--- src/hdl/bk_params.svh ---
// Register addresses, field widths, reset values and mouse thresholds
`ifndef BK_PARAMS_SVH
`define BK_PARAMS_SVH

//////////////////////////////////////////////////
// Bus geometry
//////////////////////////////////////////////////
`define BK_ADDR_W 16
`define BK_DATA_W 16

// Register map, octal as on the real machine
`define BK_SYSREG_ADDR 16'o177716
`define BK_PORT_ADDR   16'o177714
`define BK_CONFIG_ADDR 16'o177712

// High byte of a sysreg read
`define BK_START_BYTE 8'h80

//////////////////////////////////////////////////
// Field widths and reset values
//////////////////////////////////////////////////
`define BK_SPK_W       3
`define BK_COVOX_W     8
`define BK_SAMPLE_W    16
`define BK_MOUSE_W     7
`define BK_PS2_MOUSE_W 25

`define BK_CONFIG_RST 16'h0000
`define BK_SPK_RST    3'b000

// Movement needed before a direction bit latches
`define BK_MOUSE_THRESH_POS 9'd3
`define BK_MOUSE_THRESH_NEG 9'd2

`endif

--- src/hdl/bk_audio_pkg.sv ---
// Audio side types: speaker level, Covox byte, mixer sum and output sample
`default_nettype none
`include "bk_params.svh"

package bk_audio_pkg;

	// Three speaker bits form the one-bit-DAC level
	typedef logic [`BK_SPK_W-1:0] spk_bits_t;

	typedef logic [`BK_COVOX_W-1:0] covox_byte_t;

	// Covox byte doubled plus speaker, two bits of headroom
	typedef logic [`BK_COVOX_W+1:0] mix_sum_t;

	// Unsigned output sample
	typedef logic [`BK_SAMPLE_W-1:0] sample_t;

endpackage

`default_nettype wire

--- src/hdl/bk_bus_pkg.sv ---
// Bus side types: sysreg write word views and configuration register layout
`default_nettype none
`include "bk_params.svh"

package bk_bus_pkg;

	// Stereo mix setting, 0 none up to 3 full mono
	typedef logic [1:0] mix_t;

	// Control view of a sysreg write
	typedef struct packed {
		logic [2:0]  rsvd_hi;
		logic        stop_block;
		logic        page_flag;
		logic [10:0] rsvd_lo;
	} sysreg_ctrl_t;

	// Speaker view of the same word
	typedef struct packed {
		logic [8:0] rsvd_hi;
		logic       spk_hi;
		logic       spk_mid;
		logic [1:0] rsvd_mid;
		logic       spk_lo;
		logic [1:0] rsvd_lo;
	} sysreg_spk_t;

	typedef union packed {
		sysreg_ctrl_t ctrl;
		sysreg_spk_t  spk;
	} sysreg_word_u;

	// Configuration register, upper bits read as zero
	typedef struct packed {
		logic [`BK_DATA_W-5:0] rsvd;
		mix_t                  mix;
		logic                  bk0010;
		logic                  covox_en;
	} config_reg_t;

endpackage

`default_nettype wire

--- src/hdl/bk_audio_mixer.sv ---
// Covox byte latch and left/right sample mixer
`default_nettype none
`include "bk_params.svh"

module bk_audio_mixer (
	input  logic                    clk_sys,
	input  logic                    rst_n,
	input  logic                    covox_wr,
	input  logic [`BK_DATA_W-1:0]   wdata,
	input  logic [1:0]              strb,
	input  logic                    covox_en,
	input  bk_audio_pkg::spk_bits_t spk,
	output bk_audio_pkg::sample_t   audio_l,
	output bk_audio_pkg::sample_t   audio_r
);

	bk_audio_pkg::covox_byte_t cvx_l;
	bk_audio_pkg::covox_byte_t cvx_r;

	// One channel, sum sits above six zero LSBs
	function automatic bk_audio_pkg::sample_t mix_channel(
		input bk_audio_pkg::covox_byte_t cvx,
		input bk_audio_pkg::spk_bits_t   lvl,
		input logic                      cvx_sel
	);
		bk_audio_pkg::mix_sum_t sum;
		sum = {1'b0, cvx, 1'b0} + {2'b00, lvl, 5'b00000};
		if (cvx_sel)
			return {sum, 6'd0};
		return {lvl, 13'd0};
	endfunction

	// Low byte feeds the left channel, high byte the right
	always_ff @(posedge clk_sys) begin
		if (!rst_n) begin
			cvx_l <= '0;
			cvx_r <= '0;
		end else if (covox_wr) begin
			if (strb[0])
				cvx_l <= wdata[7:0];
			if (strb[1])
				cvx_r <= wdata[15:8];
		end
	end

	always_ff @(posedge clk_sys) begin
		if (!rst_n) begin
			audio_l <= '0;
			audio_r <= '0;
		end else begin
			audio_l <= mix_channel(cvx_l, spk, covox_en);
			audio_r <= mix_channel(cvx_r, spk, covox_en);
		end
	end

endmodule

`default_nettype wire

--- src/hdl/bk_config_regs.sv ---
// APB decode, configuration register, write strobes and read data mux
`default_nettype none
`include "bk_params.svh"

module bk_config_regs (
	input  logic                     clk_sys,
	input  logic                     rst_n,
	input  logic [`BK_ADDR_W-1:0]    paddr,
	input  logic                     psel,
	input  logic                     penable,
	input  logic                     pwrite,
	input  logic [`BK_DATA_W-1:0]    pwdata,
	input  logic [1:0]               pstrb,
	output logic [`BK_DATA_W-1:0]    prdata,
	output logic                     pready,
	output logic                     pslverr,
	input  logic [`BK_DATA_W-1:0]    sysreg_rdata,
	input  logic [`BK_DATA_W-1:0]    port_rdata,
	output logic                     sysreg_wr,
	output logic                     sysreg_access,
	output logic                     covox_wr,
	output logic                     mouse_wr,
	output bk_bus_pkg::sysreg_word_u wdata,
	output logic [1:0]               strb,
	output logic                     covox_en,
	output logic                     bk0010,
	output bk_bus_pkg::mix_t         audio_mix
);

	bk_bus_pkg::config_reg_t cfg;
	logic hit_sys;
	logic hit_port;
	logic hit_cfg;
	logic access_wr;

	assign hit_sys  = (paddr == `BK_SYSREG_ADDR);
	assign hit_port = (paddr == `BK_PORT_ADDR);
	assign hit_cfg  = (paddr == `BK_CONFIG_ADDR);

	// No wait states
	assign pready    = 1'b1;
	assign pslverr   = psel && penable && !(hit_sys || hit_port || hit_cfg);
	assign access_wr = psel && penable && pwrite;

	//////////////////////////////////////////////////
	// Strobes toward the register blocks
	//////////////////////////////////////////////////
	assign sysreg_wr     = access_wr && hit_sys;
	assign sysreg_access = psel && !penable && hit_sys;
	// Port write goes to Covox or to the mouse, never both
	assign covox_wr = access_wr && hit_port && cfg.covox_en;
	assign mouse_wr = access_wr && hit_port && !cfg.covox_en;
	assign wdata    = pwdata;
	assign strb     = pstrb;

	// High byte is all reserved, so only strobe 0 matters
	always_ff @(posedge clk_sys) begin
		if (!rst_n) begin
			cfg <= `BK_CONFIG_RST;
		end else if (access_wr && hit_cfg && pstrb[0]) begin
			cfg.covox_en <= pwdata[0];
			cfg.bk0010   <= pwdata[1];
			cfg.mix      <= pwdata[3:2];
		end
	end

	assign covox_en  = cfg.covox_en;
	assign bk0010    = cfg.bk0010;
	assign audio_mix = cfg.mix;

	// Read data mux
	always_comb begin
		prdata = '0;
		if (psel) begin
			if (hit_cfg)
				prdata = cfg;
			else if (hit_sys)
				prdata = sysreg_rdata;
			else if (hit_port)
				prdata = port_rdata;
		end
	end

endmodule

`default_nettype wire

--- src/hdl/bk_mouse_port.sv ---
// Parallel port input side: mouse direction latch and joystick or mouse select
`default_nettype none
`include "bk_params.svh"

module bk_mouse_port (
	input  logic                       clk_sys,
	input  logic                       rst_n,
	input  logic                       mouse_wr,
	input  logic [`BK_DATA_W-1:0]      wdata,
	input  logic [1:0]                 strb,
	input  logic                       covox_en,
	input  logic [`BK_DATA_W-1:0]      joystick_0,
	input  logic [`BK_DATA_W-1:0]      joystick_1,
	input  logic [`BK_PS2_MOUSE_W-1:0] ps2_mouse,
	output logic [`BK_DATA_W-1:0]      port_rdata
);

	logic [`BK_DATA_W-1:0]  joy_or;
	logic [`BK_MOUSE_W-1:0] mouse_state;
	logic                   mouse_en;
	logic                   mouse_sel;
	logic                   pkt_flag_q;
	logic                   pkt_new;
	logic [8:0]             dx;
	logic [8:0]             dy;
	logic                   dx_pos;
	logic                   dx_neg;
	logic                   dy_pos;
	logic                   dy_neg;

	assign joy_or = joystick_0 | joystick_1;

	// Packet flag toggles once per mouse report
	assign pkt_new = (pkt_flag_q != ps2_mouse[24]);

	// Nine bit signed movement, sign bits sit in the PS/2 status byte
	assign dx = {ps2_mouse[4], ps2_mouse[15:8]};
	assign dy = {ps2_mouse[5], ps2_mouse[23:16]};

	assign dx_pos = !dx[8] && (dx > `BK_MOUSE_THRESH_POS);
	assign dx_neg = dx[8] && (~dx > `BK_MOUSE_THRESH_NEG);
	assign dy_pos = !dy[8] && (dy > `BK_MOUSE_THRESH_POS);
	assign dy_neg = dy[8] && (~dy > `BK_MOUSE_THRESH_NEG);

	//////////////////////////////////////////////////
	// Mouse state
	//////////////////////////////////////////////////
	always_ff @(posedge clk_sys) begin
		if (!rst_n) begin
			mouse_state <= '0;
			mouse_en    <= 1'b0;
			mouse_sel   <= 1'b0;
			pkt_flag_q  <= 1'b0;
		end else begin
			pkt_flag_q <= ps2_mouse[24];
			if (|joy_or)
				mouse_sel <= 1'b0;
			// Clearing enable also drops the latched directions
			if (mouse_wr && strb[0]) begin
				mouse_en <= wdata[3];
				if (!wdata[3])
					mouse_state[3:0] <= '0;
			end
			if (pkt_new) begin
				mouse_state[6] <= ps2_mouse[1];
				mouse_state[5] <= ps2_mouse[0];
				mouse_sel      <= 1'b1;
				if (mouse_en) begin
					// Each axis latches once until software clears it
					if (!mouse_state[0] && !mouse_state[2]) begin
						if (dy_pos)
							mouse_state[0] <= 1'b1;
						if (dy_neg)
							mouse_state[2] <= 1'b1;
					end
					if (!mouse_state[1] && !mouse_state[3]) begin
						if (dx_pos)
							mouse_state[1] <= 1'b1;
						if (dx_neg)
							mouse_state[3] <= 1'b1;
					end
				end
			end
		end
	end

	assign port_rdata = (!covox_en && mouse_sel) ?
		{{(`BK_DATA_W - `BK_MOUSE_W){1'b0}}, mouse_state} : joy_or;

endmodule

`default_nettype wire

--- src/hdl/bk_periph_top.sv ---
// Peripheral register slice top: APB register block, sysreg, parallel port and mixer
`default_nettype none
`include "bk_params.svh"

module bk_periph_top (
	input  logic                       clk_sys,
	input  logic                       rst_n,
	input  logic [`BK_ADDR_W-1:0]      paddr,
	input  logic                       psel,
	input  logic                       penable,
	input  logic                       pwrite,
	input  logic [`BK_DATA_W-1:0]      pwdata,
	input  logic [1:0]                 pstrb,
	output logic [`BK_DATA_W-1:0]      prdata,
	output logic                       pready,
	output logic                       pslverr,
	input  logic                       key_stop,
	input  logic                       key_down,
	input  logic [`BK_DATA_W-1:0]      joystick_0,
	input  logic [`BK_DATA_W-1:0]      joystick_1,
	input  logic [`BK_PS2_MOUSE_W-1:0] ps2_mouse,
	output logic                       key_stop_irq,
	output bk_audio_pkg::sample_t      audio_l,
	output bk_audio_pkg::sample_t      audio_r,
	output bk_bus_pkg::mix_t           audio_mix
);

	logic [`BK_DATA_W-1:0]    sysreg_rdata;
	logic [`BK_DATA_W-1:0]    port_rdata;
	logic                     sysreg_wr;
	logic                     sysreg_access;
	logic                     covox_wr;
	logic                     mouse_wr;
	bk_bus_pkg::sysreg_word_u wdata;
	logic [1:0]               strb;
	logic                     covox_en;
	logic                     bk0010;
	bk_audio_pkg::spk_bits_t  spk;

	//////////////////////////////////////////////////
	// Register block
	//////////////////////////////////////////////////
	bk_config_regs bk_config_regs_inst (
		.clk_sys       (clk_sys),
		.rst_n         (rst_n),
		.paddr         (paddr),
		.psel          (psel),
		.penable       (penable),
		.pwrite        (pwrite),
		.pwdata        (pwdata),
		.pstrb         (pstrb),
		.prdata        (prdata),
		.pready        (pready),
		.pslverr       (pslverr),
		.sysreg_rdata  (sysreg_rdata),
		.port_rdata    (port_rdata),
		.sysreg_wr     (sysreg_wr),
		.sysreg_access (sysreg_access),
		.covox_wr      (covox_wr),
		.mouse_wr      (mouse_wr),
		.wdata         (wdata),
		.strb          (strb),
		.covox_en      (covox_en),
		.bk0010        (bk0010),
		.audio_mix     (audio_mix)
	);

	bk_sysreg bk_sysreg_inst (
		.clk_sys       (clk_sys),
		.rst_n         (rst_n),
		.sysreg_wr     (sysreg_wr),
		.sysreg_access (sysreg_access),
		.pwrite        (pwrite),
		.wdata         (wdata),
		.strb          (strb),
		.bk0010        (bk0010),
		.key_stop      (key_stop),
		.key_down      (key_down),
		.sysreg_rdata  (sysreg_rdata),
		.spk           (spk),
		.key_stop_irq  (key_stop_irq)
	);

	// Port input side
	bk_mouse_port bk_mouse_port_inst (
		.clk_sys    (clk_sys),
		.rst_n      (rst_n),
		.mouse_wr   (mouse_wr),
		.wdata      (wdata),
		.strb       (strb),
		.covox_en   (covox_en),
		.joystick_0 (joystick_0),
		.joystick_1 (joystick_1),
		.ps2_mouse  (ps2_mouse),
		.port_rdata (port_rdata)
	);

	bk_audio_mixer bk_audio_mixer_inst (
		.clk_sys  (clk_sys),
		.rst_n    (rst_n),
		.covox_wr (covox_wr),
		.wdata    (wdata),
		.strb     (strb),
		.covox_en (covox_en),
		.spk      (spk),
		.audio_l  (audio_l),
		.audio_r  (audio_r)
	);

endmodule

`default_nettype wire

--- src/hdl/bk_sysreg.sv ---
// System register: speaker latch, stop key block and supervisor flag
`default_nettype none
`include "bk_params.svh"

module bk_sysreg (
	input  logic                     clk_sys,
	input  logic                     rst_n,
	input  logic                     sysreg_wr,
	input  logic                     sysreg_access,
	input  logic                     pwrite,
	input  bk_bus_pkg::sysreg_word_u wdata,
	input  logic [1:0]               strb,
	input  logic                     bk0010,
	input  logic                     key_stop,
	input  logic                     key_down,
	output logic [`BK_DATA_W-1:0]    sysreg_rdata,
	output bk_audio_pkg::spk_bits_t  spk,
	output logic                     key_stop_irq
);

	logic stop_block;
	logic super_flg;

	// Bit 11 set on a high byte write selects a memory page, not the speaker
	always_ff @(posedge clk_sys) begin
		if (!rst_n) begin
			spk        <= `BK_SPK_RST;
			stop_block <= 1'b0;
		end else if (sysreg_wr) begin
			if (strb[0] && (!strb[1] || !wdata.ctrl.page_flag)) begin
				spk <= {wdata.spk.spk_hi, wdata.spk.spk_mid, wdata.spk.spk_lo && !bk0010};
			end
			if (strb[1] && !wdata.ctrl.page_flag)
				stop_block <= wdata.ctrl.stop_block;
		end
	end

	// Supervisor flag records the direction of the latest access
	always_ff @(posedge clk_sys) begin
		if (!rst_n)
			super_flg <= 1'b0;
		else if (sysreg_access)
			super_flg <= pwrite;
	end

	assign key_stop_irq = key_stop && !stop_block;

	assign sysreg_rdata = {`BK_START_BYTE, 1'b1, !key_down, 3'b000, super_flg, 2'b00};

endmodule

`default_nettype wire

--- config.mk ---
export PLATFORM = sky130hd
export DESIGN_NAME = bk_periph_top
export DESIGN_NICKNAME = d
export VERILOG_FILES = /design/src/hdl/bk_audio_pkg.sv /design/src/hdl/bk_bus_pkg.sv /design/src/hdl/bk_audio_mixer.sv /design/src/hdl/bk_config_regs.sv /design/src/hdl/bk_mouse_port.sv /design/src/hdl/bk_periph_top.sv /design/src/hdl/bk_sysreg.sv
export VERILOG_INCLUDE_DIRS = /design/src /design/src/hdl
export SDC_FILE = /design/constraint.sdc
export NUM_CORES = 1
export LEC_CHECK = 0
export BUFFER_PORTS_ARGS = -buffer_cell sky130_fd_sc_hd__clkbuf_2
export CAP_MARGIN = 20
export CELL_PAD_IN_SITES_DETAIL_PLACEMENT = 0
export CELL_PAD_IN_SITES_GLOBAL_PLACEMENT = 2
export CORE_MARGIN = 2
export CORE_UTILIZATION = 25
export CTS_BUF_LIST = sky130_fd_sc_hd__clkbuf_4 sky130_fd_sc_hd__clkbuf_8
export DETAILED_ROUTE_END_ITERATION = 16
export PLACE_DENSITY = 0.87
export SETUP_SLACK_MARGIN = 0.4
export SLEW_MARGIN = 25
export SYNTH_ARGS = -nofsm -noshare
export SYNTH_HDL_FRONTEND = slang
export SYNTH_SLANG_ARGS = --single-unit
--- constraint.sdc ---
create_clock -name clk_sys -period 4 [get_ports clk_sys]
set_input_delay 0.4 -clock clk_sys [delete_from_list [all_inputs] [get_ports clk_sys]]
set_output_delay 0.4 -clock clk_sys [all_outputs]
set_load 0.02 [all_outputs]
==> flow_summary.json, run 1 <==
{
  "run_status": "finished, final reports clean",
  "synth_xor_area_frac": 0.00913,
  "nFillCells": 1244,
  "cts_buffer_depth": 2,
  "drive_gt1_frac": 0.342,
  "synth_seq_cells": 52,
  "grt_pass1_wl_um": 13400,
  "start_kind": "input port",
  "synth_common_cells": "52 x dfxtp_1, 35 x nor2_1, 33 x nand2_1",
  "synthAdderAreaFrac": 0.0400,
  "routed_wl_um": 8340,
  "final_nets": 573,
  "drc": 0,
  "p_leak_nw": 1.62,
  "r2r_slack_ps": 2350,
  "setup_violations": 0,
  "clk_pin_slew_worst_paths_ps": 90,
  "path_common_cell": "clkbuf_2",
  "r2r_cells": 5,
  "crit_family": "simple AND/OR/NAND/NOR gates",
  "die_x_um": 111,
  "yosysTopAreaCell": "dfxtp_1",
  "ctsHoldBuffers": 0,
  "ir_drop_uv": 134,
  "slew_viol_final": 0,
  "finalCritPeriodShare": 0.740,
  "final.setup_skew_ps": 8.75,
  "die_area_mm2": 0.0124,
  "endpoint": "prdata[3]",
  "synth-seq-area-share": 0.362,
  "synthDistinctLibCells": 52,
  "fmax_mhz": 338,
  "synth_flop_cell": "dfxtp_1",
  "worst_slew_pin_slew_ps": 702,
  "portBuffers": 131,
  "gp_congestion": 0.751,
  "synthSimpleGateAreaFrac": 0.306,
  "num_io_pins": 151,
  "avgRoutedWirePerCell_um": 13.6,
  "synth_area_mm2": 0.00288,
  "htreeDepth": 2,
  "slew_headroom": 0.530,
  "cts_tree": "done",
  "setup_tns_ps": 0,
  "yosysMostFrequentCell": "dfxtp_1",
  "synth_top_family_by_area": "simple AND/OR/NAND/NOR gates",
  "grt_overflow": 0,
  "drt_pass1_iterations": 4,
  "cp-startpoint": "paddr[0]",
  "rsz0062_at_grt": "no",
  "fin_util": 0.326,
  "start_util": 0.254,
  "min_period_ps": 2960,
  "syn_inst": 343,
  "required_ps": 3600,
  "cts_resized": 0,
  "arrival_ps": 2560,
  "synthTopCellsByArea": "dfxtp_1 36%, buf_4 5.0%, nor2_1 4.6%, a21oi_1 4.3%, nand2_1 4.3%",
  "clk_latency_ps": 320,
  "reg2reg_to": "bk_audio_mixer_inst.audio_r[14]",
  "cap_viol_max_count": 0,
  "cpPeakStageDelay_ps": 730,
  "grt_use_total": 0.132,
  "path_max_fanout": 14,
  "cp_num_cells": 6,
  "yosys.area.top_type_share": 0.362,
  "via_per_inst": 4.72,
  "clock_sinks": 52,
  "hpwl_um": 6600,
  "root_buffer": "clkbuf_8",
  "numCtsBuffers": 5,
  "drt_iter0_drc": 144,
  "antenna_cells": 0,
  "synth_area_per_cell_um2": 8.39,
  "cp-end-kind": "primary output",
  "core_area_mm2": 0.0113,
  "syn2layout_area_growth_pct": 28.3,
  "dr_total_vias": 2884,
  "num_rows": 39,
  "crit_type": "in2out",
  "synth-warning-count": 0,
  "die_h_um": 111,
  "r2r_start": "bk_sysreg_inst.spk[1]",
  "yosys-mux-area-fraction": 0.0348,
  "hold_depth": 3,
  "antenna_found_initial": 0,
  "synth_edf_count": 0,
  "post_cts_buffers": 0,
  "slowest_stage": "or4_4",
  "worst-path-buf-inv": 2,
  "ys_async_sr_fraction": 0,
  "path_cells": "clkbuf_2, or4b_1, or4_4, a211o_2, a21boi_2, clkbuf_2",
  "power_density_mw_per_mm2": 277,
  "grt_max_degree": 39,
  "grt_pass1_vias": 2821,
  "min_path_type": "in2reg",
  "antenna_left": 0,
  "synth_compound_area_frac": 0.163,
  "timing_hold_violations_final": 0
}
[kinds of logic (layout without fill, tap and decap cells)]
group	after synthesis	count (layout)
other	2	15
AOI/OAI and AO/OA	73	73
DFF	52	52
buffers and inverters	38	150
xor gates and xnor gates	3	3
and+or+nand+nor	157	157
adders and majority gates	8	8
muxes	10	10
[report_power, final]
part | switching [mW] | internal (mW)
clock network | 0.189 | 0.189
logic | 0.0722 | 0.0500
registers | 0.00160 | 0.520
total | 0.263 | 0.759
[routing by layer]
metal,up-vias,routed length (µm),track usage
met5,-,0,0
met4,0,133,0.0412
met3,10,490,0.0252
met2,103,3830,0.223
met1,1303,3880,0.172
li1,1468,-,-
[stage by stage]
| stage | instance area [µm²] | total power, mW | setup WS, ps | std cells | hold slack (ps) |
|---|---|---|---|---|---|
| 6_report | 3690 | 1.02 | 1040 | 611 | 309 |
| 5_1_grt | 3690 | 1.07 | 1000 | 611 | 306 |
| 3_3_place_gp | 3580 | 0.655 | 1050 | 603 | 437 |
| 2_1_floorplan | 2930 | 0.601 | 1340 | 356 | 430 |
| 3_5_place_dp | 3580 | 0.656 | 1040 | 603 | 445 |
| 4_1_cts | 3690 | 1.03 | 1040 | 611 | 306 |
[worst min-delay path, stage by stage]
cell	delay, ps
clkbuf_2	80
nand2_1	40
mux2i_1	50
[worst min-delay path by stage]
stage	from	slack (ps)	endpoint
after floorplan	bk_audio_mixer_inst.cvx_l[0]	430	bk_audio_mixer_inst.cvx_l[0]
after global placement	bk_audio_mixer_inst.cvx_l[2]	440	bk_audio_mixer_inst.cvx_l[2]
after detailed placement	bk_audio_mixer_inst.cvx_l[2]	450	bk_audio_mixer_inst.cvx_l[2]
after CTS	pwdata[4]	310	bk_audio_mixer_inst.cvx_l[4]
after global routing	pwdata[15]	310	bk_audio_mixer_inst.cvx_r[7]
final	pwdata[4]	310	bk_audio_mixer_inst.cvx_l[4]
[flip-flops by register name, indices dropped and copies added (netlist names)]
name,cells
bk_mouse_port_inst.mouse_state,6
bk_mouse_port_inst.pkt_flag_q,1
bk_config_regs_inst.bk0010,1
bk_audio_mixer_inst.cvx_l,8
bk_mouse_port_inst.mouse_en,1
bk_sysreg_inst.super_flg,1
bk_config_regs_inst.audio_mix,2
bk_mouse_port_inst.mouse_sel,1
bk_sysreg_inst.spk,3
bk_audio_mixer_inst.audio_r,9
bk_audio_mixer_inst.cvx_r,8
bk_sysreg_inst.stop_block,1
bk_config_regs_inst.covox_en,1
bk_audio_mixer_inst.audio_l,9
[final cells by class]
class | instances | area [µm²] | area share
multi-input cells | 266 | 1650 | 0.446
inverters | 7 | 26.3 | 0.00711
clock inverters | 3 | 46.3 | 0.0125
flip-flops and latches | 52 | 1040 | 0.282
repair buffers | 135 | 686 | 0.186
clock buffers | 5 | 68.8 | 0.0186
well taps | 143 | 179 | 0.0484
[cell usage in the layout (no fill, tap or decap), drive strengths merged, types with 4 or more instances in the layout]
cell    count
buf         4
inv         7
clkbuf    136
dfxtp      52
nand2b      5
nor2       36
mux2i      10
and3       14
nor4       10
o21ai      19
and4        4
nand4      20
nor3        4
nand3       9
ha          6
o22ai       5
a21oi      25
o211ai      6
a211o       4
a21boi      5
nand2      33
or4         5
conb       15
a21o        4
(Power assumes the default switching activity.)
==> run 2: changes to the inputs <==
==> constraint.sdc (replaced) <==
create_clock -name clk_sys -period 3 [get_ports clk_sys]
set_input_delay 0.3 -clock clk_sys [delete_from_list [all_inputs] [get_ports clk_sys]]
set_output_delay 0.3 -clock clk_sys [all_outputs]
set_load 0.02 [all_outputs]
==> run 2 against run 1 <==
Utilization is 0.18 points higher. Non-clock buffer count is 5 higher. Final area is 0.54% higher. Sequential cell count stayed put. Count of clock-buffer cells in the layout is 2 higher. Sequential share of layout area is 0.15 points lower. Register-to-register slack worse by 970 ps. Critical path type unchanged.
==> flow_summary.json, run 2 (synthesis results as in run 1) <==
{
  "grt_use_met3": 0.0279,
  "cts_tree": "done",
  "drc": 0,
  "routed_wl_um": 8190,
  "arrival_ps": 2160,
  "path_max_fanout": 14,
  "ir_drop_uv": 208,
  "die_area_mm2": 0.0124,
  "post_cts_buffers": 0,
  "slew_headroom": 0.602,
  "ctsHoldBuffers": 0,
  "drt_iter0_drc": 103,
  "grt_pass1_wl_um": 13500,
  "setup_violations": 0,
  "portBuffers": 131,
  "drt_pass1_iterations": 4,
  "dp_cells": 606,
  "htreeDepth": 2,
  "avgRoutedWirePerCell_um": 13.3,
  "die_h_um": 111,
  "num_rows": 39,
  "grt_overflow": 0,
  "power.total_mw": 1.29,
  "top_regs": "bk_audio_mixer_inst.audio_l (9), bk_audio_mixer_inst.audio_r (9)",
  "min_path_type": "in2reg",
  "min_period_ps": 2460,
  "finalNonFillerCells": 616,
  "timing_hold_violations_final": 0,
  "path_common_cell": "clkbuf_2",
  "cpPeakStageDelay_ps": 570,
  "worst_slew_pin_slew_ps": 591,
  "grt_use_total": 0.132,
  "hpwl_um": 6560,
  "top_usage_layer": "met2",
  "rsz0062_at_grt": "no",
  "antenna_found_initial": 0,
  "clock_sinks": 52,
  "run_status": "finished, final reports clean",
  "path_cells": "clkbuf_2, or4b_1, or4_4, a211o_2, a21boi_2, clkbuf_2",
  "grt_use_met1": 0.171,
  "cts_buffer_depth": 2,
  "gp_congestion": 0.750,
  "crit_type": "in2out",
  "core_area_mm2": 0.0113,
  "pre_cts_ws_ps": 409,
  "grt_max_degree": 31,
  "power_density_mw_per_mm2": 347,
  "root_buffer": "clkbuf_8",
  "cap_viol_max_count": 0,
  "p_leak_nw": 1.64,
  "numCtsBuffers": 5,
  "antenna_cells": 0,
  "required_ps": 2700,
  "holdWs_ps": 225,
  "clk_pin_slew_worst_paths_ps": 90,
  "antenna_left": 0,
  "fmax_mhz": 406,
  "die_x_um": 111,
  "num_io_pins": 151,
  "cts_resized": 0,
  "final_cell_mix": "131 x clkbuf_2, 52 x dfxtp_1, 35 x nor2_1, 33 x nand2_1, 25 x a21oi_1",
  "global_route.usage.met2": 0.222,
  "drive_gt1_frac": 0.349,
  "grt_pass1_vias": 2838,
  "slowest_stage": "or4_4",
  "slew_viol_final": 0,
  "setup_ws_ps": 535,
  "dr_total_vias": 2896,
  "final_common_cell": "clkbuf_2",
  "final.setup_skew_ps": 6.95,
  "cp-end-kind": "primary output",
  "start_kind": "input port",
  "via_per_inst": 4.70,
  "syn2layout_area_growth_pct": 29.0,
  "final_nets": 578,
  "start_util": 0.254,
  "finalCritPeriodShare": 0.822,
  "clk_latency_ps": 300,
  "setup_tns_ps": 0
}
[run 2: changes by cell type in the layout (fill, tap and decap cells not counted)]
cell	before	now
buf_4	4	9
bufinv_16	1	0
clkbuf_4	0	1
inv_6	1	0
clkbuf_8	5	6
[run 2: layout make-up]
class	count	area, µm²
multi-input cells	266	1650
inverters	7	26.3
clock inverters	1	7.51
fillers	1249	7610
flip-flops and latches	52	1040
clock buffers	7	90.1
well taps	143	179
repair buffers	140	723
[run 2: metal layers]
layer / wire, µm / share of wire
met3: 496 / 0.061
met4: 121 / 0.015
met1: 3770 / 0.46
met2: 3800 / 0.46
met5: 0 / 0
[run 2: path summary, 6_finish.rpt]
check,end,depth (start not counted),start,slack [ps]
setup / recovery,prdata[3],6,paddr[0],540
hold / removal,bk_audio_mixer_inst.cvx_l[4],3,pwdata[4],220
setup reg to reg,bk_audio_mixer_inst.audio_r[14],5,bk_sysreg_inst.spk[1],1380
hold reg to reg,bk_audio_mixer_inst.cvx_l[2],2,bk_audio_mixer_inst.cvx_l[2],460
[run 2: worst max-delay path, delay by kind of cell]
family,cells,cell delay (ps)
buffers and inverters,2,270
AOI/OAI and AO/OA,2,470
and+or+nand+nor,2,1120
[run 2: through the flow]
stage               instance area [µm²]  utilization
floorplan                          2930            -
global placement                   3600        0.318
detailed placement                 3600        0.318
CTS                                3700        0.327
global route                       3710        0.328
finish                             3710        0.328
[run 2: report_power, final]
group          switching (mW)  total, mW  leakage, nW  internal, mW
Combinational          0.0958      0.164         1.17        0.0678
Clock                   0.232      0.429       0.0479         0.197
Sequential            0.00194      0.695        0.420         0.693
==> run 3: changes to the inputs <==
--- a/config.mk
+++ b/config.mk
@@ -6,15 +6,16 @@
 export SDC_FILE = /design/constraint.sdc
 export NUM_CORES = 1
 export LEC_CHECK = 0
+export ABC_AREA = 1
 export BUFFER_PORTS_ARGS = -buffer_cell sky130_fd_sc_hd__clkbuf_2
 export CAP_MARGIN = 20
 export CELL_PAD_IN_SITES_DETAIL_PLACEMENT = 0
 export CELL_PAD_IN_SITES_GLOBAL_PLACEMENT = 2
 export CORE_MARGIN = 2
-export CORE_UTILIZATION = 25
+export CORE_UTILIZATION = 23
 export CTS_BUF_LIST = sky130_fd_sc_hd__clkbuf_4 sky130_fd_sc_hd__clkbuf_8
 export DETAILED_ROUTE_END_ITERATION = 16
-export PLACE_DENSITY = 0.87
+export PLACE_DENSITY = 0.88
 export SETUP_SLACK_MARGIN = 0.4
 export SLEW_MARGIN = 25
 export SYNTH_ARGS = -nofsm -noshare
==> constraint.sdc (replaced) <==
create_clock -name clk_sys -period 2.4 [get_ports clk_sys]
set_input_delay 0.24 -clock clk_sys [delete_from_list [all_inputs] [get_ports clk_sys]]
set_output_delay 0.24 -clock clk_sys [all_outputs]
set_load 0.02 [all_outputs]
==> run 3 against run 2 <==
Final cell count rose by 20%. Synthesized area down 0.26%. Power rose by 23%. Die area rose by 8.1%. Utilization fell by 2.0 points. Count of clock-buffer cells in the layout is the same. Setup slack improved by 8.0 ps. Critical path type is now reg2out. Critical endpoint is now prdata[1].
==> flow_summary.json, run 3 <==
{
  "nFillCells": 1381,
  "path_cells": "inv_4, nand2_2, inv_4, o21ai_0, nand2_1, a21oi_1, clkbuf_2",
  "rsz0062_at_grt": "no",
  "htreeDepth": 2,
  "grt_use_total": 0.119,
  "hold_depth": 3,
  "r2r_start": "bk_sysreg_inst.spk[0]",
  "die_h_um": 116,
  "top_regs": "bk_audio_mixer_inst.audio_l (9), bk_audio_mixer_inst.audio_r (9)",
  "final_common_cell": "clkbuf_2",
  "synth-seq-area-share": 0.363,
  "yosysMostFrequentCell": "nor2_1",
  "pre_cts_ws_ps": 444,
  "dr_total_vias": 2967,
  "clockPowerShare": 0.328,
  "final_nets": 678,
  "clk_latency_ps": 300,
  "die_area_mm2": 0.0134,
  "power_density_mw_per_mm2": 425,
  "cts_buffer_depth": 2,
  "drc": 0,
  "final.setup_skew_ps": 14.2,
  "fmax_mhz": 539,
  "yosys.area.top_type_share": 0.363,
  "die_x_um": 116,
  "slew_viol_final": 0,
  "clk_pin_slew_worst_paths_ps": 100,
  "synth_common_cells": "118 x nor2_1, 101 x nand2_1, 52 x dfxtp_1",
  "synth_area_mm2": 0.00287,
  "start_util": 0.237,
  "worst_slew_pin_slew_ps": 531,
  "arrival_ps": 1620,
  "cp-end-kind": "primary output",
  "drive_gt1_frac": 0.279,
  "antenna_cells": 0,
  "synth-warning-count": 0,
  "ir_drop_uv": 213,
  "p_switching_mw": 0.405,
  "r2r_cells": 6,
  "synth_edf_count": 0,
  "num_io_pins": 151,
  "reg2reg_to": "bk_audio_mixer_inst.audio_l[13]",
  "synthDistinctLibCells": 30,
  "cpPeakStageDelay_ps": 380,
  "grt_overflow": 0,
  "yosysTopAreaCell": "dfxtp_1",
  "start_kind": "register",
  "timing_hold_violations_final": 0,
  "design_area_mm2": 0.00373,
  "run_status": "finished, final reports clean",
  "finalCritPeriodShare": 0.774,
  "clock_sinks": 52,
  "gp_congestion": 0.813,
  "setup_ws_ps": 543,
  "root_buffer": "clkbuf_8",
  "setup_tns_ps": 0,
  "synth_seq_cells": 52,
  "synthTopCellsByArea": "dfxtp_1 36%, nor2_1 15%, nand2_1 13%, inv_1 6.5%, buf_4 4.2%",
  "synth_flop_cell": "dfxtp_1",
  "antenna_left": 0,
  "slowest_stage": "dfxtp_1",
  "min_path_type": "in2reg",
  "worst-path-buf-inv": 3,
  "drt_iter0_drc": 97,
  "via_per_inst": 4.00,
  "dpl_cell_area_mm2": 0.00363,
  "core_area_mm2": 0.0121,
  "grt_max_degree": 18,
  "cts_tree": "done",
  "power.share.switching": 0.255,
  "required_ps": 2160,
  "path_max_fanout": 12,
  "whs_endpoint": "bk_mouse_port_inst.pkt_flag_q",
  "min_period_ps": 1860,
  "hpwl_um": 6470,
  "grt_pass1_wl_um": 12600,
  "ys_async_sr_fraction": 0,
  "crit_family": "compound AO/OA/AOI/OAI gates",
  "syn_inst": 442,
  "synth_area_per_cell_um2": 6.49,
  "avgRoutedWirePerCell_um": 10.9,
  "slew_headroom": 0.645,
  "numCtsBuffers": 5,
  "setup_violations": 0,
  "p_comb_frac": 0.123,
  "final_cell_mix": "131 x clkbuf_2, 118 x nor2_1, 100 x nand2_1, 52 x dfxtp_1, 49 x inv_1",
  "p_leak_nw": 1.94,
  "syn2layout_area_growth_pct": 30.1,
  "routed_wl_um": 8060,
  "r2r_slack_ps": 810,
  "drt_pass1_iterations": 4,
  "path_common_cell": "inv_4",
  "crit_type": "reg2out",
  "grt_pass1_vias": 2655,
  "antenna_found_initial": 0,
  "seq_power_share": 0.549,
  "num_rows": 40,
  "portBuffers": 131,
  "cellInternalPower_mw": 1.18,
  "min_from": "ps2_mouse[24]",
  "cap_viol_max_count": 0
}
==> run 3: cell types whose count changed after synthesis, moves of 6 or more <==
cell / delta
and3_1: -12
inv_1: +44
mux2i_1: -10
nand2_1: +68
nand4_1: -7
nor2_1: +83
nor4_1: -8
o211ai_1: -6
==> run 3: worst max-delay path by stage <==
stage,from,endpoint,slack (ps),cells after the start
floorplan,bk_config_regs_inst.covox_en,prdata[0],760,8
global placement,paddr[4],prdata[13],470,9
detailed placement,paddr[4],prdata[14],440,9
CTS,bk_config_regs_inst.covox_en,prdata[1],420,8
global route,bk_config_regs_inst.covox_en,prdata[2],440,9
finish,bk_config_regs_inst.covox_en,prdata[1],540,7
==> run 3: area by class of cell <==
class | instances | area (µm²) | area share
Multi-Input combinational cell | 325 | 1500 | 0.402
Clock inverter | 1 | 8.76 | 0.00235
Timing Repair Buffer | 135 | 686 | 0.184
Clock buffer | 7 | 83.8 | 0.0225
Inverter | 53 | 204 | 0.0546
Tap cell | 168 | 210 | 0.0563
Sequential cell | 52 | 1040 | 0.279
==> run 3: cells by family after synthesis <==
kind of cell               Yosys count  synth area share
AOI/OAI and AO/OA                   42            0.0776
adders and majority gates            8            0.0401
xor gates and xnor gates             1           0.00305
and+or+nand+nor                    259             0.381
buffers and inverters               78             0.133
DFF                                 52             0.363
other                                2           0.00262
==> run 3: power by group through the flow <==
stage          logic (mW)  clock network, mW  registers [mW]
5_1_grt             0.219              0.577           0.872
3_3_place_gp        0.192                  0           0.891
3_5_place_dp        0.194                  0           0.891
4_1_cts             0.196              0.549           0.871
6_report            0.195              0.520           0.871
2_1_floorplan       0.112                  0           0.890
==> run 3: worst reg2reg max path, delay by kind of cell (launching register included) <==
family	cells	cell delay, ps
fa+ha+maj	2	640
buf+inv	1	60
flops	1	440
compound gates	3	400
==> run 3: timing repair <==
item,4_1_cts,5_1_grt
gates cloned,0,0
hold buffers,0,0
setup buffers,0,1
setup endpoints to repair,5,13
resized for setup,1,3
pin swaps,0,1
==> run 3: stage by stage <==
| stage | power, mW | hold WS (ps) | utilization | instances |
|---|---|---|---|---|
| final | 1.59 | 145 | 0.308 | 741 |
| after global routing | 1.67 | 148 | 0.308 | 741 |
| after CTS | 1.62 | 133 | 0.307 | 740 |
| after detailed placement | 1.08 | 429 | 0.299 | 732 |
| after global placement | 1.08 | 426 | 0.299 | 732 |
| after floorplan | 1.00 | 333 | - | 455 |
==> run 3: metal layers <==
layer,vias up,global-route usage,wire [µm]
li1,1597,-,-
met1,1274,0.151,3670
met2,91,0.214,3860
met3,5,0.0204,472
met4,0,0.0214,55
met5,-,0,0
